--- src/bus_pkg.sv ---
// shared bus types for the CPU port, the RAM port and the DMA port
// byte addresses are 16 bits, RAM words are indexed with 12 bits
// a zero write strobe on any port means a read
`default_nettype none

package bus_pkg;

    typedef logic [15:0] addr_t;
    typedef logic [11:0] word_addr_t;
    typedef logic [31:0] data_t;
    typedef logic [3:0]  strb_t;

    // CPU request, held steady while mem_valid is high
    typedef struct packed {
        addr_t addr;
        data_t wdata;
        strb_t wstrb;
    } cpu_req_t;

    // single RAM port after arbitration
    typedef struct packed {
        logic       cs;
        word_addr_t addr;
        data_t      wdata;
        strb_t      wstrb;
    } ram_req_t;

    // DMA side of the RAM port, busy takes priority over the CPU
    typedef struct packed {
        logic       busy;
        word_addr_t addr;
        data_t      wdata;
        strb_t      wstrb;
    } dma_ram_t;

endpackage

`default_nettype wire

--- src/soc_map_pkg.sv ---
// memory map, target select and peripheral constants
// DMA registers are word aligned, only addr[3:0] picks the register
`default_nettype none

package soc_map_pkg;

    typedef enum logic [2:0] {
        TGT_RAM,
        TGT_FLASH,
        TGT_STATUS,
        TGT_DMA,
        TGT_NONE
    } target_e;

    localparam bus_pkg::addr_t RAM_BASE    = 16'h0000;
    localparam int             RAM_WORDS   = 4096;
    localparam bus_pkg::addr_t FLASH_BASE  = 16'h8000;
    localparam int             FLASH_WORDS = 4096;
    localparam bus_pkg::addr_t STATUS_ADDR = 16'hc000;
    localparam bus_pkg::addr_t DMA_BASE    = 16'hd000;

    // offsets from DMA_BASE
    localparam logic [3:0] DMA_REG_DEST    = 4'h0;
    localparam logic [3:0] DMA_REG_LEN     = 4'h4;
    localparam logic [3:0] DMA_REG_PATTERN = 4'h8;
    localparam logic [3:0] DMA_REG_START   = 4'hc;

    // flash model
    localparam int             FLASH_LATENCY = 3;
    localparam int             FLASH_CNT_W   = $clog2(FLASH_LATENCY + 1);
    localparam bus_pkg::data_t FLASH_HASH    = 32'h9e37_79b9;

    localparam logic [15:0] STATUS_ID = 16'h5a17;

endpackage

`default_nettype wire

--- src/address_decoder.sv ---
// maps a CPU byte address to a target
// output is TGT_NONE whenever mem_valid is low
`timescale 1ns/1ps
`default_nettype none

module address_decoder (
    input  logic                 mem_valid,
    input  bus_pkg::addr_t       addr,
    output soc_map_pkg::target_e target
);
    import bus_pkg::*;
    import soc_map_pkg::*;

    logic in_ram;
    logic in_flash;
    logic in_status;
    logic in_dma;

    // offset compare wraps below the base, so one compare per range
    assign in_ram    = (addr - RAM_BASE) < addr_t'(RAM_WORDS * 4);
    assign in_flash  = (addr - FLASH_BASE) < addr_t'(FLASH_WORDS * 4);
    assign in_status = addr[15:2] == STATUS_ADDR[15:2];
    // four registers, 16 bytes
    assign in_dma    = addr[15:4] == DMA_BASE[15:4];

    always_comb begin
        target = TGT_NONE;
        if (mem_valid) begin
            if (in_ram) begin
                target = TGT_RAM;
            end else if (in_flash) begin
                target = TGT_FLASH;
            end else if (in_status) begin
                target = TGT_STATUS;
            end else if (in_dma) begin
                target = TGT_DMA;
            end
        end
    end

endmodule

`default_nettype wire

--- config.mk ---
export PLATFORM = sky130hd
export DESIGN_NAME = address_decoder
export DESIGN_NICKNAME = d
export VERILOG_FILES = /design/src/bus_pkg.sv /design/src/soc_map_pkg.sv /design/src/address_decoder.sv
export SDC_FILE = /design/constraint.sdc
export NUM_CORES = 1
export LEC_CHECK = 0
export BUFFER_PORTS_ARGS = -buffer_cell sky130_fd_sc_hd__buf_4
export CAP_MARGIN = 10
export CORE_AREA = 2 2 39 41
export DETAILED_ROUTE_END_ITERATION = 12
export DIE_AREA = 0 0 41 43
export SLEW_MARGIN = 25
export SYNTH_ARGS = -nofsm -noshare
export SYNTH_HDL_FRONTEND = slang
export SYNTH_SLANG_ARGS = --single-unit
--- constraint.sdc ---
create_clock -name vclk -period 1.1
set_clock_uncertainty 0.2 [all_clocks]
set_input_delay 0.11 -clock vclk [all_inputs]
set_output_delay 0.11 -clock vclk [all_outputs]
set_load 0.1 [all_outputs]
* Yosys cells after proc, flatten, opt, wreduce, memory -nomap -nowiden
Cells that the tools add are included.
** Word-level totals
- Bits in registers :: 0
- Input bits :: 17
- Output and inout port bits :: 3
- Word-level logic and storage cells :: 10
** Cells by class
- Add/sub/neg operators :: 1
- $lt $le $gt $ge :: 2
- Equality and inequality tests :: 2
- Mux-type cells :: 5
** Operators with widths (number)
- 16-bit by 15-bit less-than comparator with 1-bit output, second input constant :: 2
- 16-bit subtractor, second input constant :: 1
- 3-bit 2-to-1 mux :: 5
- 14-bit equality test, second input constant :: 1
- 12-bit equality test, second input constant :: 1

* Logic depth before layout (Yosys ltp)
- Depth in word-level cells :: 6
- Depth in mapped cells :: 3
- Mapped depth without buffers :: 3

* Worst setup path before layout
Ideal clock, no wire load.
- Path kind :: input to output
- From :: in addr[15]
- To :: out target[2]
- Data arrival time :: 1928 ps
- Required time :: 790 ps
- Setup slack :: -1138 ps
- Cell stages on the path :: 3
- Path buffers :: 0
- Path through :: nor4b_4 nand4_1 a2bb2oi_1
** Between the ends
- Cells in the longest elaborated chain, start to end :: 6
** RTL lines
- start: declaration :: RTL line address_decoder.sv:8 : input bus_pkg::addr_t addr,
- parallel branches: the longest is 4 deep, another holds 16-bit subtractor
- 3-bit 2-to-1 mux * :: RTL line address_decoder.sv:29 : if (in_ram) begin
- 3-bit 2-to-1 mux * :: RTL line address_decoder.sv:28 : if (mem_valid) begin
- end: declaration :: RTL line address_decoder.sv:9 : output soc_map_pkg::target_e target
Every way passes the cells marked *.

* Worst setup path after layout
- From :: in addr[13]
- To :: out target[0]
Same word-level chain as after synthesis.

==> results_dict.tcl <==
set metrics [dict create \
    setup-violations-final 3 \
    cp_data_arrival_time_ns 1.14 \
    fin_total_pwr_mw 0.1253 \
    finalCriticalPeriod_ns 1.447 \
    num-clock-buffers 0 \
    core-area_mm2 0.001384 \
    dpl_cell_area_um2 305.3 \
    startpoint_type "input pin" \
    drtIter0Drc 1 \
    slew_headroom_pct 83.68 \
    slew_violations 0 \
    die_w_um 41 \
    grt_pass1_vias 179 \
    yosys-top-cells-area "nor4b_4 (23%), nand3_1 (14%), nor4_2 (12%), nor2_1 (11%), nor3_2 (9.5%)" \
    hold_class "input pin to primary output" \
    timing.final.hold_violations 0 \
    grt_pass1_wl_um 655 \
    max_freq_mhz 691.0 \
    port_buffers 18 \
    yosysTopAreaCell "nor4b_4" \
    dieArea_mm2 0.001763 \
    grt_max_degree 6 \
    tightestPinTransition_ns 0.2438 \
    synth_nets 32 \
    dr_total_vias 198 \
    final_cell_area_um2 357.8 \
    cap_violations 0 \
    gp_congestion 0.6811 \
    antenna_cells 0 \
    endpoint_kind "primary output" \
    placed_cells 50 \
    fin_crit_sh_pct 131.6 \
    ys_warn_count 0 \
    power.density_mw_per_mm2 350.1 \
    post-route-drc-count 0 \
    multiInputGateArea_um2 138.9 \
    n_fill_cell 162 \
    seqCellArea_um2 0 \
    grt_usage_pct 4.900 \
    crit_type "input pin to primary output" \
    crit_required_ns 0.79 \
    wl_um 427 \
    worstPathMaxFanout 2 \
    yosys.area.top_type_share_pct 22.62 \
    final_nets 53 \
    grt-ovfl-total 0 \
    viasPerCell 3.960 \
    hpwl_um 374.8 \
    rsz0062_at_grt "true" \
    violations "negative setup slack" \
    initial_core_util_pct 7.595 \
    status "finished, violations left" \
    wl_per_cell_um 8.540 \
    rows 14 \
    antenna_found_initial 0 \
    timing.final.ws_setup_ns -0.3471 \
    die_h_um 43 \
    setup_tns_ns -0.9315 \
    final_cells 50 \
    nFlopsAndLatches 0 \
    hold_ws_ns 0.3658 \
    yosysUniqueCellTypes 11 \
    synth_cells 15 \
    avgSynthCellArea_um2 7.007 \
    ios 20 \
    ir_drop_mv 0.09641 \
    drt_first_pass_iters 2 \
    drive_gt1_share_pct 73.53 \
    syn_to_final_growth_pct 240.5 \
    ant_nets 0 \
    min_path_cells 3 \
    seq_area_frac_synth_pct 0 \
    power.leakage_nw 0.1492 \
    netlist_area_um2 105.1 \
]
## final cells by class
cell class | count | area share (%)
tap | 16 | 5.594
timing repair buffer | 19 | 54.55
inverter | 1 | 1.049
multi-input combinational | 14 | 38.81
## cells by family (layout without fill, tap and decap cells)
logic type | Yosys count | in the layout | synth area share [%]
buf+inv | 1 | 20 | 3.568
compound gates | 3 | 3 | 17.85
simple gates | 11 | 11 | 78.56
## layout by cell type (no fill, tap or decap), drive strengths merged
master    n
inv       1
nand2     1
nor4      1
o21ai     2
nor3      1
nand4     1
a2bb2oi   1
nor4b     1
nand3     3
nor2      3
buf      19
## layer usage
| layer | up-vias | wire (um) | GRT usage, % | part of all wire (%) |
|---|---|---|---|---|
| li1 | 96 | - | - | - |
| met1 | 89 | 188 | 6.984 | 44 |
| met2 | 13 | 180 | 7.813 | 42 |
| met3 | 0 | 59 | 1.047 | 14 |
| met4 | 0 | 0 | 0 | 0 |
| met5 | - | 0 | 0 | 0 |
## synthesized netlist by cell type (all sizes together)
library cell	number
a2bb2oi	1
inv	1
nand2	1
nand3	3
nand4	1
nor2	3
nor3	1
nor4	1
nor4b	1
o21ai	2
## what timing repair did
item | in CTS | in global routing
gates resized for setup | 12 | 1
setup buffers | 0 | 0
hold buffers | 0 | 0
endpoints found under the setup margin | 3 | 3
pin swaps | 5 | 3
## final timing paths
path | start | endpoint | slack [ns]
max | addr[13] | target[0] | -0.35
min | mem_valid | target[2] | 0.37
## power by group
group          switching [mW]  internal (mW)
combinational          0.0592         0.0661
sequential                  0              0
clock                       0              0
total                  0.0592         0.0661
## critical path, cell delays in order
cell,delay [ns]
buf_6,0.09
nor4b_4,0.30
nand4_1,0.24
o21ai_4,0.20
buf_12,0.19
## metrics by stage
stage / util, % / worst slack (ns)
after floorplan: - / -0.5165
after global placement: 22.06 / -0.4350
after detailed placement: 22.06 / -0.4496
after CTS: 25.59 / -0.3503
after global routing: 25.86 / -0.3933
final: 25.86 / -0.3471
Note: power is estimated with default switching activity, not from simulation.
