<file path="src/bus_pkg.sv">
// shared bus types for the CPU port, the RAM port and the DMA port
// byte addresses are 16 bits, RAM words are indexed with 12 bits
// a zero write strobe on any port means a read
`default_nettype none

package bus_pkg;

    typedef logic [15:0] addr_t;
    typedef logic [11:0] word_addr_t;
    typedef logic [31:0] data_t;
    typedef logic [3:0]  strb_t;

    // CPU request, held steady while mem_valid is high
    typedef struct packed {
        addr_t addr;
        data_t wdata;
        strb_t wstrb;
    } cpu_req_t;

    // single RAM port after arbitration
    typedef struct packed {
        logic       cs;
        word_addr_t addr;
        data_t      wdata;
        strb_t      wstrb;
    } ram_req_t;

    // DMA side of the RAM port, busy takes priority over the CPU
    typedef struct packed {
        logic       busy;
        word_addr_t addr;
        data_t      wdata;
        strb_t      wstrb;
    } dma_ram_t;

endpackage

`default_nettype wire

</file>
<file path="src/soc_map_pkg.sv">
// memory map, target select and peripheral constants
// DMA registers are word aligned, only addr[3:0] picks the register
`default_nettype none

package soc_map_pkg;

    typedef enum logic [2:0] {
        TGT_RAM,
        TGT_FLASH,
        TGT_STATUS,
        TGT_DMA,
        TGT_NONE
    } target_e;

    localparam bus_pkg::addr_t RAM_BASE    = 16'h0000;
    localparam int             RAM_WORDS   = 4096;
    localparam bus_pkg::addr_t FLASH_BASE  = 16'h8000;
    localparam int             FLASH_WORDS = 4096;
    localparam bus_pkg::addr_t STATUS_ADDR = 16'hc000;
    localparam bus_pkg::addr_t DMA_BASE    = 16'hd000;

    // offsets from DMA_BASE
    localparam logic [3:0] DMA_REG_DEST    = 4'h0;
    localparam logic [3:0] DMA_REG_LEN     = 4'h4;
    localparam logic [3:0] DMA_REG_PATTERN = 4'h8;
    localparam logic [3:0] DMA_REG_START   = 4'hc;

    // flash model
    localparam int             FLASH_LATENCY = 3;
    localparam int             FLASH_CNT_W   = $clog2(FLASH_LATENCY + 1);
    localparam bus_pkg::data_t FLASH_HASH    = 32'h9e37_79b9;

    localparam logic [15:0] STATUS_ID = 16'h5a17;

endpackage

`default_nettype wire

</file>
<file path="src/flash_rom.sv">
// flash model with a fixed read latency
// word i reads as i * FLASH_HASH, truncated to 32 bits
// a new read starts only on a rising edge of rd
`timescale 1ns/1ps
`default_nettype none

module flash_rom (
    input  logic                clk,
    input  logic                rst_n,
    input  logic                rd,
    input  bus_pkg::word_addr_t index,
    output logic                ready,
    output bus_pkg::data_t      data
);
    import bus_pkg::*;
    import soc_map_pkg::*;

    logic                   rd_q;
    logic                   rd_start;
    logic [FLASH_CNT_W-1:0] count_q;
    data_t                  data_q;

    assign rd_start = rd && !rd_q;

    always_ff @(posedge clk) begin
        if (!rst_n) begin
            rd_q    <= 1'b0;
            count_q <= '0;
        end else begin
            rd_q <= rd;
            if (rd_start) begin
                count_q <= FLASH_CNT_W'(FLASH_LATENCY);
            end else if (count_q != '0) begin
                count_q <= count_q - 1'b1;
            end
        end
    end

    // word is computed up front and held until the next read
    always_ff @(posedge clk) begin
        if (rd_start) begin
            data_q <= data_t'(index) * FLASH_HASH;
        end
    end

    // last count, FLASH_LATENCY cycles after rd rose
    assign ready = count_q == FLASH_CNT_W'(1);
    assign data  = data_q;

endmodule

`default_nettype wire

</file>
<file path="config.mk">
export PLATFORM = sky130hd
export DESIGN_NAME = flash_rom
export DESIGN_NICKNAME = d
export VERILOG_FILES = /design/src/bus_pkg.sv /design/src/soc_map_pkg.sv /design/src/flash_rom.sv
export SDC_FILE = /design/constraint.sdc
export NUM_CORES = 1
export LEC_CHECK = 0
export BUFFER_PORTS_ARGS = -buffer_cell sky130_fd_sc_hd__buf_2
export CAP_MARGIN = 25
export CORE_ASPECT_RATIO = 1.1
export CORE_MARGIN = 2
export CORE_UTILIZATION = 55
export DETAILED_ROUTE_END_ITERATION = 7
export PLACE_DENSITY = 0.74
export SLEW_MARGIN = 15
export SYNTH_ARGS = -nofsm -noshare
export SYNTH_HDL_FRONTEND = slang
export SYNTH_SLANG_ARGS = --single-unit
export TNS_END_PERCENT = 5
</file>
<file path="constraint.sdc">
create_clock -name clk -period 6.09 [get_ports clk]
set_input_delay 0.609 -clock clk [delete_from_list [all_inputs] [get_ports clk]]
set_output_delay 0.609 -clock clk [all_outputs]
set_load 0.01 [all_outputs]
</file>
; Word-level counts from Yosys, hierarchy flattened
; Cells that the tools add are included.
[word_totals]
register_bits = 35
output_inout_bits = 33
[classes]
add_sub_neg = 1
mul = 1
n_eq_ne = 1
mux = 2
reduce_logical = 4
[ops]
columns = cell, count
row1 = multiplier 12 x 32 -> 32 bit (second input constant), 1
row2 = 2-to-1 mux 2 bit, 2
row3 = nonzero test 2 bit, 2
row4 = == test 2 x 1 -> 1 bit (second input constant), 1
row5 = subtractor 2 x 1 -> 2 bit (second input constant), 1
row6 = logical AND 1 bit, 1
row7 = logical NOT 1 bit, 1

; Logic depth before layout (Yosys ltp)
; Gate-level depths: netlist (run 1).
[depth]
ltp_word = 3
mapped_depth = 19
mapped_depth_nobuf = 18

; Worst setup path after synthesis (run 1)
; OpenSTA, ideal clock, no wires.
[synth_timing]
path_type = input-to-reg
from = input port index[3]
to = register data_q[31], in the netlist data[31], data pin
setup_ns = 0.262
arrival_time_ns = 4.998
required_time_ns = 5.828
slack_ns = 0.830
stages = 17
n_path_buf = 0
cell_sequence = fa_1 > inv_1 > fa_1 > inv_1 > fa_1 > fa_1 > inv_1 > fa_1 > inv_1 > ha_1 > and3_1 > a22oi_1 > o21ai_0 > a41oi_1 > o21ai_2 > a221oi_2 > xnor2_1
[synth_between]
elab_chain_cells = 1
[synth_lines]
columns = element, line_no
row1 = from (decl), flash_rom.sv:11  ; input bus_pkg::word_addr_t index,
row2 = multiplier 12 x 32 -> 32 bit, flash_rom.sv:42  ; data_q <= data_t'(index) * FLASH_HASH;
row3 = to (signal assigned), flash_rom.sv:42
row4 = to (decl), flash_rom.sv:21  ; data_t data_q;
; No other way between the ends.
; A chain may end at the register's enable or synchronous reset.

; Worst setup path after layout (run 1)
[layout_timing]
from = input port index[3]
to = register data_q[29], in the netlist data[29], data pin
; The elaborated chain is that of the path after synthesis.

==> results of run 1 <==
-- layout make-up --
class	instances	area share, %
Sequential cell	35	15.0
Inverter	205	11.3
Timing Repair Buffer	47	3.45
Clock inverter	3	0.643
Multi-Input combinational cell	367	65.1
Tap cell	147	2.70
Clock buffer	5	1.84
-- metal layers --
layer / wire length (um) / vias to the layer above / global-route usage (%)
met5: 0 / - / 0
met4: 413 / 0 / 9.82
met3: 523 / 26 / 3.15
met2: 6710 / 103 / 41.9
met1: 5840 / 1991 / 31.3
li1: - / 1988 / -
-- path summary, 6_finish.rpt --
kind              start    endpoint  slack [ns]  cells past startpoint
min               rst_n  count_q[1]        0.56                      2
min reg2reg  count_q[1]  count_q[1]        0.67                      3
max            index[3]    data[29]        0.57                     18
max reg2reg        rd_q    data[28]        4.65                      1
-- registers in the layout, summed over array words and instances (netlist names) --
| register | count |
|---|---|
| count_q | 2 |
| data | 32 |
| rd_q | 1 |
-- cell families (layout without fill, tap and decap cells) --
| group | Yosys count | after routing | synth area share [%] |
|---|---|---|---|
| xor+xnor | 32 | 32 | 4.49 |
| buf+inv | 210 | 260 | 12.6 |
| flops | 35 | 35 | 16.4 |
| compound gates | 76 | 76 | 9.09 |
| mux | 3 | 3 | 0.481 |
| simple gates | 64 | 64 | 5.30 |
| fa+ha+maj | 192 | 192 | 51.6 |
-- through the flow --
| step | instance area (um^2) | cells | hold slack (ns) | utilization, % |
|---|---|---|---|---|
| final | 6810 | 809 | 0.560 | 61.9 |
| after global placement | 6650 | 801 | 0.592 | 60.4 |
| after CTS | 6810 | 809 | 0.557 | 61.9 |
| after detailed placement | 6650 | 801 | 0.655 | 60.4 |
| after floorplan | 6240 | 612 | 0.573 | - |
| after global routing | 6810 | 809 | 0.558 | 61.9 |
-- placed cells by master (no fill, tap or decap), drive strengths merged, types with 4 or more instances in the layout --
cell type  instances
clkbuf             5
or3                6
a21oi             21
o21ai             11
a31oi              4
nor3               4
a21o              11
nand2             18
xor2               9
o21bai             4
nor2              12
nand3              9
o41ai              4
nand2b             4
ha                83
edfxtp            32
inv              205
buf               47
xnor2             23
fa               109
-- critical path, cell delays in order --
cell      delay (ns)
buf_2           0.18
fa_1            0.60
inv_1           0.09
fa_1            0.49
inv_1           0.06
fa_1            0.54
inv_1           0.06
fa_1            0.50
fa_1            0.54
inv_1           0.04
ha_1            0.40
nand3_1         0.19
or3_1           0.35
o211ai_1        0.18
o211ai_2        0.19
a211oi_1        0.26
o22ai_1         0.14
xnor2_1         0.13
==> results.cfg, run 1 <==
[detailed_routing]
firstDrtPassIters = 6
routedWlPerCell_um = 16.7
viasPerCell = 5.08
drc_errors = 1
drt_iter0_drc = 160
vias = 4108
wl_mm = 13.5
route.antenna.remaining_nets = 0

[yosys]
synthTopCellsByCount = inv_1, fa_1, ha_1
synth_seq_cells = 35
ys_seq_area_share_pct = 16.4
synth_area_leaders = fa_1, ha_1, edfxtp_1
synthDistinctLibCells = 52
synth_most_common_cell = inv_1
synth_edf_count = 32
async_flop_share_pct = 0
synth_fp_nets = 819
synth_top_cell_by_area = fa_1
syn_area_um2 = 6240
syn_area_per_cell_um2 = 10.2
synth-main-ff-cell = edfxtp_1
yosysWarnings = 0
synth_top_cell_area_share_pct = 35.0
postSynthCellCount = 612

[global_route]
grt_pass1_vias = 4491
grt_usage_pct = 24.3
grt-ovfl-total = 0
grt_pass1_wl_mm = 22.6
antenna_found_initial = 0
grt_max_degree = 35

[place]
io_buffers = 47
post-place-ws_ns = 0.327
globalplace.congestion = 1.00
dp_hpwl_mm = 12.0

[worst_setup_path]
critPathArrivalTime_ns = 5.55
crit_fanout = 8
startpoint_type = input port
path_class = input port to flop
critPathCaptureType = flop
cp_data_required_time_ns = 6.12

[sta]
setup_viol = 0
maxSlewViolCount = 0
final.setup.tns_ns = 0
clock_skew_ns = 0.00306
fin_crit_sh_pct = 90.6
hold_violations = 0
grt_setup_unrepaired = false
slew_headroom_pct = 37.7
tightest_slew_ns = 0.933
fmax_mhz = 181
fin_ws_ns = 0.571
period_needed_ns = 5.52

[floorplan]
rows = 40
fp.dieH_um = 116
dieArea_um2 = 12200
io_pins = 48
start_util_pct = 56.6
die_w_um = 106
fp.coreArea_um2 = 11000

[cts]
clock_path_buffers = 2
insertion_delay_ns = 0.28
cts_root_buf = clkbuf_16
cts_sinks = 35
cts.htree.levels = 2
cts_made_buffers = 5
ctsHoldBuffers = 0
cts_resized = 0
cts_setup_buffers = 0
tritoncts = yes
clkTransAtPathRegs_ns = 0.06

[finish]
diodes = 0
multi_input_area_um2 = 4440
finalNetCount = 868
fillCellCount = 947
regArea_um2 = 1020
syn_to_final_growth_pct = 9.25
drive_gt1_share_pct = 11.2

[outcome]
violations = design-rule violations
outcome = complete, but fails checks

[run]
cap_viol_max_count = 0

[worst_hold_path]
min_path_type = input port to flop
Power of run 1 is left out: the tool's default activity adds up to more than one toggle a clock period on the data nets, which glitch-free logic cannot reach.
==> run 2, diff against run 1 <==
- GPL_TIMING_DRIVEN: default -> 0
- MAX_ROUTING_LAYER: default -> met4
==> results.cfg, run 2 (synthesis results as in run 1) <==
[detailed_routing]
drt_iter0_drc = 177
vias = 4180
firstDrtPassIters = 4
wl_mm = 13.4
routedWlPerCell_um = 16.5
viasPerCell = 5.13
route.antenna.remaining_nets = 0
drc_errors = 0

[finish]
final_common_cell = inv_1
syn_to_final_growth_pct = 10.1
diodes = 0
multi_input_area_um2 = 4440
post-route-util_pct = 62.4
drive_gt1_share_pct = 11.2
regArea_um2 = 1020
fillCellCount = 925
largest_reg_flops = 32
most-common-layout-cells = inv_1, fa_1, ha_1
finalNetCount = 874

[worst_setup_path]
cp_common_cell = fa_1
cp_data_required_time_ns = 6.13
path_class = input port to flop
reg2reg_depth = 2
r2r-end = data[22]
critPathCaptureType = flop
critPathArrivalTime_ns = 5.65
slowest_stage = fa_1
rrSetupSlack_ns = 4.82
crit_fanout = 8
path_cells = buf_2 > fa_1 > inv_1 > fa_1 > inv_1 > fa_1 > inv_1 > fa_1 > fa_1 > inv_1 > ha_1 > nand3_1 > or3_1 > o211ai_1 > o211ai_2 > a211oi_1 > o22ai_1 > xnor2_1
cpPeakStageDelay_ns = 0.62
rr_startpoint = rd_q
startpoint_type = input port

[cts]
cts.htree.levels = 2
clock_path_buffers = 2
cts_made_buffers = 5
clkTransAtPathRegs_ns = 0.06
insertion_delay_ns = 0.28
tritoncts = yes
cts_resized = 0
cts_root_buf = clkbuf_16
ctsHoldBuffers = 0
cts_sinks = 35
cts_setup_buffers = 0

[global_route]
grt-ovfl-total = 0
antenna_found_initial = 0
grt_pass1_wl_mm = 21.9
grt_usage_pct = 24.3
grt_pass1_vias = 4415
grt_max_degree = 22

[sta]
maxSlewViolCount = 0
whs_ns = 0.544
fin_crit_sh_pct = 92.1
grt_setup_unrepaired = false
tightest_slew_ns = 0.570
final.setup.tns_ns = 0
slew_headroom_pct = 61.5
fin_ws_ns = 0.480
clock_skew_ns = 0.00599
hold_violations = 0
period_needed_ns = 5.61
setup_viol = 0
fmax_mhz = 178

[place]
globalplace.congestion = 1.05
dp_hpwl_mm = 11.7
post-place-ws_ns = 0.233
io_buffers = 47

[floorplan]
die_w_um = 106
start_util_pct = 56.6
dieArea_um2 = 12200
fp.dieH_um = 116
rows = 40
fp.coreArea_um2 = 11000
io_pins = 48

[outcome]
outcome = completed

[worst_hold_path]
min_path_type = input port to flop
whs_path_depth = 2
hold_end = rd_q
hp-start = rd

[run]
cap_viol_max_count = 0
==> run 2: changes by cell type in the layout (fill, tap and decap cells not counted), sizes merged <==
cell,delta
clkinv,-1
clkbuf,+6
buf,+1
==> run 2: critical path: cells and delay by family <==
| kind | cells | cell delay (ns) |
|---|---|---|
| adders and majority gates | 6 | 3.08 |
| buffers and inverters | 5 | 0.44 |
| and+or+nand+nor | 2 | 0.55 |
| AOI/OAI and AO/OA | 4 | 0.82 |
| xor gates and xnor gates | 1 | 0.13 |
==> run 2: layout make-up <==
type,count,area share [%]
multi-input cells,367,64.6
flip-flops and latches,35,14.9
inverters,205,11.2
repair buffers,48,3.83
well taps,147,2.68
clock buffers,6,2.02
clock inverters,2,0.510
plain buffers,5,0.273
==> run 2: layer usage <==
metal | vias to the layer above | GRT usage (%) | share of wire, %
met5 | - | - | 0
met4 | 0 | 7.54 | 2.3
met3 | 24 | 3.54 | 3.9
met2 | 117 | 41.8 | 50
met1 | 2038 | 29.8 | 44
li1 | 2001 | - | -
==> run 2: how the worst max path moves through the flow <==
stage          slack (ns)  endpoint     start
2_1_floorplan        0.83  data[31]  index[3]
3_3_place_gp         0.21  data[29]  index[3]
3_5_place_dp         0.23  data[31]  index[3]
4_1_cts              0.54  data[31]  index[3]
5_1_grt              0.29  data[29]  index[3]
6_report             0.48  data[29]  index[3]
==> run 2: through the flow <==
step,cells,cell area (um^2)
detailed placement,807,6690
CTS,815,6870
global placement,806,6660
finish,815,6870
floorplan,612,6240
global route,815,6870
Power of run 2 is left out for the same reason.
==> run 3, diff against run 2 <==
- CTS_BUF_LIST: default -> sky130_fd_sc_hd__clkbuf_16
==> results.cfg, run 3 (synthesis results as in run 1) <==
[outcome]
outcome = completed

[place]
globalplace.congestion = 1.05
dp_hpwl_mm = 11.7
io_buffers = 47

[cts]
cts.htree.levels = 2
cts_sinks = 35
ctsHoldBuffers = 0
cts_setup_buffers = 0
insertion_delay_ns = 0.28
cts_resized = 0
cts_root_buf = clkbuf_16
clkTransAtPathRegs_ns = 0.06
clock_path_buffers = 2
cts_made_buffers = 5
tritoncts = yes

[detailed_routing]
firstDrtPassIters = 4
wl_mm = 13.4
drc_errors = 0
drt_iter0_drc = 151
vias = 4190
routedWlPerCell_um = 16.4
viasPerCell = 5.14
route.antenna.remaining_nets = 0

[worst_hold_path]
whs_path_depth = 2
min_path_type = input port to flop

[global_route]
grt_max_degree = 22
grt_pass1_wl_mm = 21.8
grt-ovfl-total = 0
grt_pass1_vias = 4414
grt_usage_pct = 24.2
antenna_found_initial = 0

[finish]
syn_to_final_growth_pct = 9.91
finalNetCount = 874
largest_reg_flops = 32
most-common-layout-cells = inv_1, fa_1, ha_1
diodes = 0
drive_gt1_share_pct = 11.1
final_common_cell = inv_1

[worst_setup_path]
critPathCaptureType = flop
crit_fanout = 8
startpoint_type = input port
path_class = input port to flop
reg2reg_depth = 2
cp_data_required_time_ns = 6.13
critPathArrivalTime_ns = 5.67

[sta]
slew_headroom_pct = 61.5
fin_crit_sh_pct = 92.4
final.setup.tns_ns = 0
setup_viol = 0
grt_setup_unrepaired = false
hold_violations = 0
maxSlewViolCount = 0
clock_skew_ns = 0.00612
tightest_slew_ns = 0.570
fmax_mhz = 178
period_needed_ns = 5.63

[floorplan]
fp.coreArea_um2 = 11000
fp.dieH_um = 116
dieArea_um2 = 12200
die_w_um = 106
io_pins = 48
rows = 40
start_util_pct = 56.6

[run]
cap_viol_max_count = 0
## run 3: worst paths after layout
kind                endpoint       start  slack, ns
setup / recovery    data[29]    index[3]       0.46
hold / removal          rd_q          rd       0.54
setup reg to reg    data[22]        rd_q       4.82
hold reg to reg   count_q[1]  count_q[1]       0.64
## run 3: area by class of cell
type | instances | area, um^2
Multi-Input combinational cell | 367 | 4440
Fill cell | 927 | 4160
Sequential cell | 35 | 1020
Inverter | 205 | 769
Timing Repair Buffer | 48 | 263
Tap cell | 147 | 184
Clock buffer | 5 | 125
Clock inverter | 3 | 38.8
Buffer | 5 | 18.8
## run 3: per-stage QoR
stage | std cells | setup WS [ns] | util [%] | hold slack, ns | instance area, um^2
2_1_floorplan | 612 | 0.830 | - | 0.573 | 6240
3_3_place_gp | 806 | 0.207 | 60.5 | 0.591 | 6660
3_5_place_dp | 807 | 0.233 | 60.8 | 0.634 | 6690
4_1_cts | 815 | 0.538 | 62.3 | 0.543 | 6860
5_1_grt | 815 | 0.301 | 62.3 | 0.551 | 6860
6_report | 815 | 0.461 | 62.3 | 0.545 | 6860
## run 3: layer usage
metal,vias to the layer above,share of wire (%),track usage [%]
met5,-,0,-
met1,2041,44,29.7
li1,2004,-,-
met2,126,49,41.7
met3,19,4.4,3.54
met4,0,2.1,7.54
## run 3: worst max-delay path: stages
cell,delay (ns)
buf_2,0.19
fa_1,0.62
inv_1,0.09
fa_1,0.49
inv_1,0.06
fa_1,0.52
inv_1,0.06
fa_1,0.50
fa_1,0.56
inv_1,0.04
ha_1,0.40
nand3_1,0.20
or3_1,0.35
o211ai_1,0.18
o211ai_2,0.20
a211oi_1,0.31
o22ai_1,0.15
xnor2_1,0.13
Power of run 3 is left out for the same reason.
