File: src/bus_pkg.sv
// shared bus types for the CPU port, the RAM port and the DMA port
// byte addresses are 16 bits, RAM words are indexed with 12 bits
// a zero write strobe on any port means a read
`default_nettype none

package bus_pkg;

    typedef logic [15:0] addr_t;
    typedef logic [11:0] word_addr_t;
    typedef logic [31:0] data_t;
    typedef logic [3:0]  strb_t;

    // CPU request, held steady while mem_valid is high
    typedef struct packed {
        addr_t addr;
        data_t wdata;
        strb_t wstrb;
    } cpu_req_t;

    // single RAM port after arbitration
    typedef struct packed {
        logic       cs;
        word_addr_t addr;
        data_t      wdata;
        strb_t      wstrb;
    } ram_req_t;

    // DMA side of the RAM port, busy takes priority over the CPU
    typedef struct packed {
        logic       busy;
        word_addr_t addr;
        data_t      wdata;
        strb_t      wstrb;
    } dma_ram_t;

endpackage

`default_nettype wire

File: src/soc_map_pkg.sv
// memory map, target select and peripheral constants
// DMA registers are word aligned, only addr[3:0] picks the register
`default_nettype none

package soc_map_pkg;

    typedef enum logic [2:0] {
        TGT_RAM,
        TGT_FLASH,
        TGT_STATUS,
        TGT_DMA,
        TGT_NONE
    } target_e;

    localparam bus_pkg::addr_t RAM_BASE    = 16'h0000;
    localparam int             RAM_WORDS   = 4096;
    localparam bus_pkg::addr_t FLASH_BASE  = 16'h8000;
    localparam int             FLASH_WORDS = 4096;
    localparam bus_pkg::addr_t STATUS_ADDR = 16'hc000;
    localparam bus_pkg::addr_t DMA_BASE    = 16'hd000;

    // offsets from DMA_BASE
    localparam logic [3:0] DMA_REG_DEST    = 4'h0;
    localparam logic [3:0] DMA_REG_LEN     = 4'h4;
    localparam logic [3:0] DMA_REG_PATTERN = 4'h8;
    localparam logic [3:0] DMA_REG_START   = 4'hc;

    // flash model
    localparam int             FLASH_LATENCY = 3;
    localparam int             FLASH_CNT_W   = $clog2(FLASH_LATENCY + 1);
    localparam bus_pkg::data_t FLASH_HASH    = 32'h9e37_79b9;

    localparam logic [15:0] STATUS_ID = 16'h5a17;

endpackage

`default_nettype wire

File: src/bus_arbiter.sv
// shares the RAM port between CPU and DMA, DMA wins while busy
// mem_ready is a registered single-cycle pulse per request
// flash reads are not started while the DMA is busy
`timescale 1ns/1ps
`default_nettype none

module bus_arbiter (
    input  logic                 clk,
    input  logic                 rst_n,
    input  logic                 mem_valid,
    input  bus_pkg::cpu_req_t    cpu_req,
    input  soc_map_pkg::target_e target,
    input  bus_pkg::dma_ram_t    dma,
    input  bus_pkg::data_t       ram_rdata,
    input  logic                 flash_ready,
    input  bus_pkg::data_t       flash_data,
    input  bus_pkg::data_t       status_data,
    input  bus_pkg::data_t       dma_reg_data,
    output bus_pkg::ram_req_t    ram,
    output logic                 flash_rd,
    output bus_pkg::word_addr_t  flash_index,
    output logic                 mem_ready,
    output bus_pkg::data_t       rdata
);
    import bus_pkg::*;
    import soc_map_pkg::*;

    logic cpu_read;
    logic flash_read;
    logic fast_ready;
    logic ready_next;
    logic flash_req_q;
    logic flash_sel_q;

    assign cpu_read   = cpu_req.wstrb == '0;
    // flash writes take the fast path and are dropped
    assign flash_read = (target == TGT_FLASH) && cpu_read;
    assign fast_ready = mem_valid && !flash_read;

    // RAM port mux
    always_comb begin
        if (dma.busy) begin
            ram.cs    = 1'b1;
            ram.addr  = dma.addr;
            ram.wdata = dma.wdata;
            ram.wstrb = dma.wstrb;
        end else begin
            ram.cs    = target == TGT_RAM;
            ram.addr  = word_addr_t'((cpu_req.addr - RAM_BASE) >> 2);
            ram.wdata = cpu_req.wdata;
            ram.wstrb = cpu_req.wstrb;
        end
    end

    // one flash_rd pulse per request
    assign flash_rd    = flash_read && !flash_req_q && !dma.busy;
    assign flash_index = word_addr_t'((cpu_req.addr - FLASH_BASE) >> 2);

    // !mem_ready keeps a held request from pulsing twice
    assign ready_next = !dma.busy && !mem_ready
                        && (fast_ready || (flash_read && flash_ready));

    always_ff @(posedge clk) begin
        if (!rst_n) begin
            mem_ready   <= 1'b0;
            flash_req_q <= 1'b0;
            flash_sel_q <= 1'b0;
        end else begin
            mem_ready   <= ready_next;
            // registered select for the read mux, eases timing
            flash_sel_q <= flash_read;
            if (flash_rd) begin
                flash_req_q <= 1'b1;
            end else if (mem_ready) begin
                flash_req_q <= 1'b0;
            end
        end
    end

    // read data, valid together with mem_ready
    always_comb begin
        if (flash_sel_q) begin
            rdata = flash_data;
        end else begin
            case (target)
                TGT_RAM:    rdata = ram_rdata;
                TGT_STATUS: rdata = status_data;
                TGT_DMA:    rdata = dma_reg_data;
                // unmapped reads return zero
                default:    rdata = '0;
            endcase
        end
    end

endmodule

`default_nettype wire

File: config.mk
export PLATFORM = sky130hd
export DESIGN_NAME = bus_arbiter
export DESIGN_NICKNAME = d
export VERILOG_FILES = /design/src/bus_pkg.sv /design/src/soc_map_pkg.sv /design/src/bus_arbiter.sv
export SDC_FILE = /design/constraint.sdc
export NUM_CORES = 1
export LEC_CHECK = 0
export CAP_MARGIN = 20
export CORE_AREA = 2 2 128 130
export DETAILED_ROUTE_END_ITERATION = 10
export DIE_AREA = 0 0 130 132
export DONT_BUFFER_PORTS = 1
export MAX_ROUTING_LAYER = met4
export REMOVE_ABC_BUFFERS = 1
export SLEW_MARGIN = 20
export SYNTH_ARGS = -nofsm -noshare
export SYNTH_HDL_FRONTEND = slang
export SYNTH_SLANG_ARGS = --single-unit
File: constraint.sdc
create_clock -name clk -period 1.25 [get_ports clk]
set_clock_uncertainty 0.05 [all_clocks]
set_input_delay 0.125 -clock clk [delete_from_list [all_inputs] [get_ports clk]]
set_output_delay 0.125 -clock clk [all_outputs]
set_load 0.01 [all_outputs]
Word level (Yosys, flattened, before mapping)
Cells that the tools add are included.
{"block": "totals", "ff_bits": 3, "latch_bits": 0, "ramBits": 0, "romBits": 0, "out_inout_bits": 95, "elab_cells": 27, "n_memories": 0}
{"block": "classes", "addsub": 1, "n_mul": 0, "n_div": 0, "order_cmp": 0, "n_eq_ne": 3, "shift": 0, "n_mux": 5, "bitwise": 0, "n_reduce_logical": 15}
{"op": "$pmux 32 s3", "count": 1}
{"op": "$mux 49", "count": 1}
{"op": "$mux 32", "count": 1}
{"op": "$sub 14x1->14 const B", "count": 1}
{"op": "$logic_and 1x1->1", "count": 7}
{"op": "$eq 3x2->1 const B", "count": 2}
{"op": "$logic_not 1->1", "count": 4}
{"op": "$logic_not 4->1", "count": 1}
{"op": "$eq 3x1->1 const B", "count": 1}
{"op": "$logic_not 3->1", "count": 1}
{"op": "$mux 1", "count": 2}
{"op": "$reduce_bool 2->1", "count": 1}
{"op": "$logic_or 1x1->1", "count": 1}

Depth between registers and ports, before layout
Gate-level depths: netlist of run 1.
{"block": "logic_depth", "word_depth": 6, "ltp_mapped": 6}

Worst setup path after synthesis of run 1
Ideal clock, no wire load.
{"block": "synth_path", "path_type": "flip-flop to output port", "startpoint": "register flash_sel_q", "endpoint": "output rdata[11]", "t_arrival_ns": 1.037, "required_ns": 1.075, "path_slack_ns": 0.038, "stages_incl_launch_ff": 6, "path_cell_list": "dfxtp_1 -> buf_2 -> nor2_1 -> o21ai_1 -> clkbuf_1 -> o21ai_1"}
{"block": "synth_via", "elab_chain_len": 1}
{"item": "start: declaration", "line_no": "bus_arbiter.sv:33", "source": "logic flash_sel_q;"}
{"item": "start signal: assignment", "line_no": "bus_arbiter.sv:71", "source": "flash_sel_q <= flash_read;"}
{"item": "$mux 32", "line_no": "bus_arbiter.sv:82", "source": "if (flash_sel_q) begin"}
{"item": "end: declaration", "line_no": "bus_arbiter.sv:23", "source": "output bus_pkg::data_t rdata"}
Every way passes these cells.

Worst setup path after layout of run 1
Same ends and word-level chain as after synthesis.

==> impl_metrics.tcl, run 1 <==
set metrics [dict create \
    cts-root-to-sink-buffers 2 \
    max_cap_viol_count 0 \
    dieHeight_um 132 \
    detail_route.wirelength_um 9420 \
    number_of_warnings_reported_in_the_yosys_synthesis_log 0 \
    finalNetCount 477 \
    first_global_vias 1848 \
    drc 0 \
    area_growth_from_synthesis_to_layout_pct 22.2 \
    share_of_the_synthesized_area_in_the_top_cell_type_pct 27.4 \
    gr-usage-all-layers_pct 9.59 \
    crit_type "flop to output port" \
    pin_count_of_the_biggest_net_entering_global_routing 68 \
    postSynth.asyncResetShare_pct 0 \
    critPathLaunchType "flop" \
    report.final.slew_viol_count 0 \
    final_setup_slack_of_the_worst_path_ps -85.9 \
    relSlewSlack_pct 73.3 \
    tritoncts.num_buffers 3 \
    cts_root_buf "clkbuf_16" \
    synth_edf_count 0 \
    routedWlPerCell_um 20.4 \
    ios 331 \
    tritoncts "built" \
    detail-route-antenna-nets 0 \
    numPortBuffers 0 \
    leakage_power_nw 0.792 \
    timing.final.crit_share_pct 107 \
    setup.worst_path.end_class "output port" \
    die_footprint_mm2 0.0172 \
    worstSkewPairLatency_ps 220 \
    timing.hold.worst_path_depth 2 \
    worstPathRequired_ps 1080 \
    path_max_fanout 18 \
    finish.cell_count_without_fillers 461 \
    ys_dominant_reg_cell "dfxtp_1" \
    ys_types 23 \
    tightestPinTransition_ps 398 \
    achievable_freq_mhz 749 \
    clkSlewWorstSetupHoldPaths_ps 30 \
    critPathArrivalTime_ps 1160 \
    power.density_mw_per_mm2 488 \
    synth.top_cells.by_count "mux2_2 (53), nand2_1 (33), o21ai_1 (33)" \
    status "finished, violations left" \
    gpl.final_weighted_congestion 0.879 \
    starting_density_of_the_core_pct 13.8 \
    finalHoldViolations 0 \
    synthMostInstantiatedCell "mux2_2" \
    core_area_mm2 0.0157 \
    grt_first_pass_wirelength_um 11600 \
    synth-seq-cells 3 \
    post_synth.cell_area_avg_um2 8.15 \
    die_w_um 130 \
    grt_setup_unrepaired "yes" \
    synth_cells 267 \
    p_total_mw 1.30 \
    worst_hold_path_type "primary input to flop" \
    synthDominantAreaCellType "mux2_2" \
    reg2reg_depth 1 \
    post-place-cells 449 \
    rows 46 \
    numClockSinks 3 \
    synth_top_cells_by_area "mux2_2 (27%), nor3b_2 (17%), mux2_1 (12%)" \
    via_per_inst 4.42 \
    synth_area_mm2 0.00218 \
    finish.utilization_pct 16.9 \
    report.final.setup_viol 30 \
    grt_antenna_before_repair 5 \
    irDropWorstVdd_mv 0.636 \
    h-tree-depth 1 \
    drt_pre_antenna_iters 4 \
    cts_post_setup_buffers_inserted 0 \
    drive_above_1_share_pct 55.0 \
    drc_marker_count_from_the_first_detailed_route_iteration 50 \
    failing_checks "setup timing" \
    period_needed_ps 1340 \
    via_count 2039 \
    yosysSeqAreaShare_pct 2.76 \
    post-dp-hpwl_um 7700 \
    globalRouteOverflowTotal 0 \
]
[state kept, by name, indices dropped and copies added (netlist names)]
name         count
mem_ready        1
flash_req_q      1
flash_sel_q      1
[critical path, cell delays in order (launching register included)]
cell	delay, ps
dfxtp_2	330
nor2_4	100
o21ai_4	100
buf_12	180
o21ai_2	210
[metal layers]
| layer | GRT usage (%) | wire length, um | up-vias |
|---|---|---|---|
| met5 | - | 0 | - |
| met4 | 2.03 | 176 | 0 |
| met3 | 2.88 | 925 | 12 |
| li1 | - | - | 902 |
| met2 | 18.9 | 5150 | 183 |
| met1 | 8.87 | 3160 | 942 |
[final timing paths]
path              slack, ps         from     endpoint
setup / recovery        -90  flash_sel_q    rdata[11]
hold / removal            4        rst_n  flash_req_q
setup reg to reg        450  flash_req_q  flash_req_q
hold reg to reg         450  flash_req_q  flash_req_q
[placed cells by master, fill, tap and decap left out, types with 3 or more instances in the layout]
master / instances
diode_2: 5
nor3b_2: 29
buf_4: 3
o21ai_2: 15
clkbuf_16: 4
o21ai_4: 18
mux2_2: 53
nor3_1: 3
nand2_1: 33
mux2_4: 4
nor3b_1: 3
mux2_1: 23
a21oi_1: 32
[logic make-up (layout without fill, tap and decap cells)]
family	Yosys count	after routing	share of synthesized area (%)
buffers and inverters	41	14	12.0
multiplexers	80	80	42.1
flip-flops	3	3	2.76
other	0	5	0
AND/OR/NAND/NOR	75	75	26.6
AO/OA/AOI/OAI	68	68	16.5
[area by class of cell]
cell class	instances	area (um2)
diodes	5	12.5
clock buffers	4	78.8
fillers	1766	13100
inverters	2	7.51
multi-input cells	223	2120
flip-flops and latches	3	61.3
well taps	216	270
repair buffers	8	108
[stage by stage]
step                setup WS (ps)  TNS [ps]  hold slack [ps]  instance area, um2
floorplan                    -823    -26340              176                1920
global placement             69.9         0              192                2260
detailed placement           68.1         0              200                2260
CTS                          -111     -2460            0.892                2650
global route                 -123     -2750             15.3                2660
finish                      -85.9     -1520             3.90                2660
[power by group]
part	switching (mW)	total (mW)	internal [mW]
Combinational	0.343	0.687	0.344
Clock	0.0901	0.511	0.421
Sequential	0.00202	0.100	0.0980
Total	0.435	1.30	0.863
[what timing repair did]
| item | in CTS | in global routing |
|---|---|---|
| resized for setup | 54 | 1 |
| hold endpoints to repair | 2 | 0 |
| endpoints found under the setup margin | 32 | 32 |
| hold buffers | 2 | 0 |
| cloned | 1 | 0 |
| pin swaps | 7 | 7 |
Power figures use the tool's default switching activity.
==> run 2: changes to the inputs <==
Settings changed: ABC_AREA set to 1, CORE_AREA 2 2 128 130 to 2 2 129 131, DIE_AREA 0 0 130 132 to 0 0 131 133.
==> run 2 against run 1 <==
Net effect:
- the flow now finishes without violations
- largest cell class unchanged
- power up 0.23%
- register-to-register slack worse by 20 ps
- design area fell by 1.9%
- flip-flop and latch count is the same
- synthesized cell count up 70%
- routed wire length increased by 39%
- final cell count rose by 39%
- clock power decreased by 1%
==> impl_metrics.tcl, run 2 <==
set metrics [dict create \
    hold-worst-slack_ps 3.49 \
    critPathArrivalTime_ps 1070 \
    h-tree-depth 1 \
    period_needed_ps 1250 \
    tritoncts.num_buffers 3 \
    die_footprint_mm2 0.0174 \
    number_of_warnings_reported_in_the_yosys_synthesis_log 0 \
    rows 47 \
    routedWlPerCell_um 20.3 \
    critPathLaunchType "flop" \
    post-dp-hpwl_um 10200 \
    most-common-layout-cells "nand2_1 (229), nand4_1 (64), nand3_1 (49)" \
    core_area_mm2 0.0162 \
    final_setup_slack_of_the_worst_path_ps 2.03 \
    grt_antenna_before_repair 1 \
    first_global_vias 2498 \
    relSlewSlack_pct 76.0 \
    synth_edf_count 0 \
    globalRouteOverflowTotal 0 \
    drive_above_1_share_pct 13.1 \
    die_w_um 131 \
    post_synth.cell_area_avg_um2 5.10 \
    pin_count_of_the_biggest_net_entering_global_routing 67 \
    synth_area_mm2 0.00232 \
    largest_registers "flash_req_q: 1 flops, flash_sel_q: 1 flops, mem_ready: 1 flops" \
    leakage_power_nw 1.24 \
    synth-seq-cells 3 \
    report.final.slew_viol_count 0 \
    worstSkewPairLatency_ps 220 \
    ios 331 \
    tritoncts "built" \
    setup.worst_path.end_class "output port" \
    clkSlewWorstSetupHoldPaths_ps 30 \
    gr-usage-all-layers_pct 13.3 \
    ys_types 19 \
    share_of_the_synthesized_area_in_the_top_cell_type_pct 38.9 \
    via_count 3135 \
    irDropWorstVdd_mv 0.891 \
    cts-root-to-sink-buffers 2 \
    drc 0 \
    finalHoldViolations 0 \
    dieHeight_um 133 \
    report.final.setup_viol 0 \
    filler_cell_count 1866 \
    grt_first_pass_wirelength_um 16100 \
    cts_root_buf "clkbuf_16" \
    synth.top_cells.by_count "nand2_1 (240), nand4_1 (64), nand3_1 (49)" \
    numPortBuffers 0 \
    starting_density_of_the_core_pct 14.3 \
    numClockSinks 3 \
    drc_marker_count_from_the_first_detailed_route_iteration 262 \
    detail-route-antenna-nets 0 \
    max_cap_viol_count 0 \
    tightestPinTransition_ps 357 \
    via_per_inst 4.88 \
    drt_pre_antenna_iters 5 \
    path_max_fanout 8 \
    synth_cells 455 \
    crit_type "flop to output port" \
    area_growth_from_synthesis_to_layout_pct 12.5 \
    synthDominantAreaCellType "nand2_1" \
    worst_hold_path_type "primary input to flop" \
    grt_setup_unrepaired "yes" \
    synthMostInstantiatedCell "nand2_1" \
    synth_top_cells_by_area "nand2_1 (39%), nand4_1 (17%), nand3_1 (11%)" \
    status "complete, no violations" \
    detail_route.wirelength_um 13100 \
    finalNetCount 658 \
    postSynth.asyncResetShare_pct 0 \
    worstPathRequired_ps 1080 \
    achievable_freq_mhz 801 \
    gpl.final_weighted_congestion 0.956 \
    yosysSeqAreaShare_pct 2.59 \
    power.density_mw_per_mm2 499 \
    cts_post_setup_buffers_inserted 0 \
    post-place-ws_ps 163 \
    commonest_non_fill_non_tap_cell_in_the_layout "nand2_1" \
    timing.final.crit_share_pct 99.8 \
    ys_dominant_reg_cell "dfxtp_1" \
]
==> run 2: cell types whose count changed after synthesis, sizes merged, moves of 2 or more <==
| cell | previous run | this run |
|---|---|---|
| a21oi | 32 | 2 |
| nand4 | 0 | 64 |
| o21ai | 33 | 4 |
| nor3b | 32 | 0 |
| nor2 | 3 | 6 |
| mux2 | 80 | 0 |
| nand2 | 33 | 240 |
| nor3 | 3 | 1 |
| inv | 2 | 13 |
| buf | 33 | 50 |
| nand3 | 0 | 66 |
==> run 2: worst max-delay path: stages, from the launching register on <==
cell and delay (ps):
dfxtp_4 380, inv_6 120, clkbuf_16 180, nand2_1 60, nand2_1 110
==> run 2: layout make-up <==
type / count / area (um2) / share of cell area (%)
Multi-Input combinational cell: 383 / 1810 / 69.4
Timing Repair Buffer: 18 / 323 / 12.4
Tap cell: 220 / 275 / 10.6
Clock buffer: 4 / 78.8 / 3.02
Sequential cell: 3 / 63.8 / 2.45
Inverter: 13 / 56.3 / 2.16
Antenna cell: 1 / 2.50 / 0.0959
==> run 2: repair_timing <==
action,4_1_cts,5_1_grt
gates resized for setup,8,10
endpoints found under the setup margin,10,29
cloned,2,2
hold buffers,0,0
==> run 2: logic make-up (layout without fill, tap and decap cells) <==
group / Yosys count / count (layout) / synth area share, %
compound gates: 6 / 6 / 1.30
buf+inv: 69 / 35 / 20.6
flops: 3 / 3 / 2.59
other cells: 0 / 1 / 0
simple gates: 377 / 377 / 75.6
==> run 2: final timing paths <==
check	slack, ps	end	startpoint	depth (start not counted)
hold reg to reg	410	flash_req_q	flash_req_q	2
setup / recovery	2	rdata[6]	flash_sel_q	4
setup reg to reg	430	mem_ready	mem_ready	3
hold / removal	3	mem_ready	mem_valid	2
==> run 2: through the flow <==
step	TNS, ps	power (mW)	utilization, %	area, um2	cells
after detailed placement	0	0.801	14.8	2390	633
after CTS	-264	1.32	15.7	2540	639
final	0	1.30	16.1	2610	642
after global placement	0	0.791	14.8	2390	633
after global routing	-395	1.40	16.1	2610	642
after floorplan	-15480	0.548	-	1890	399
==> run 2: layer usage <==
metal	vias to the layer above	track usage, %	part of all wire [%]	wire length, um
li1	1439	-	-	-
met4	0	4.79	3.6	468
met3	20	4.53	13	1640
met1	1409	13.4	35	4550
met2	267	23.7	49	6410
met5	-	-	0	0
==> run 2: power breakdown <==
group	switching [mW]	internal, mW	leakage (nW)
Sequential	0.00229	0.0960	0.0251
Clock	0.0836	0.421	0.0382
Combinational	0.489	0.210	1.18
Total	0.575	0.726	1.24
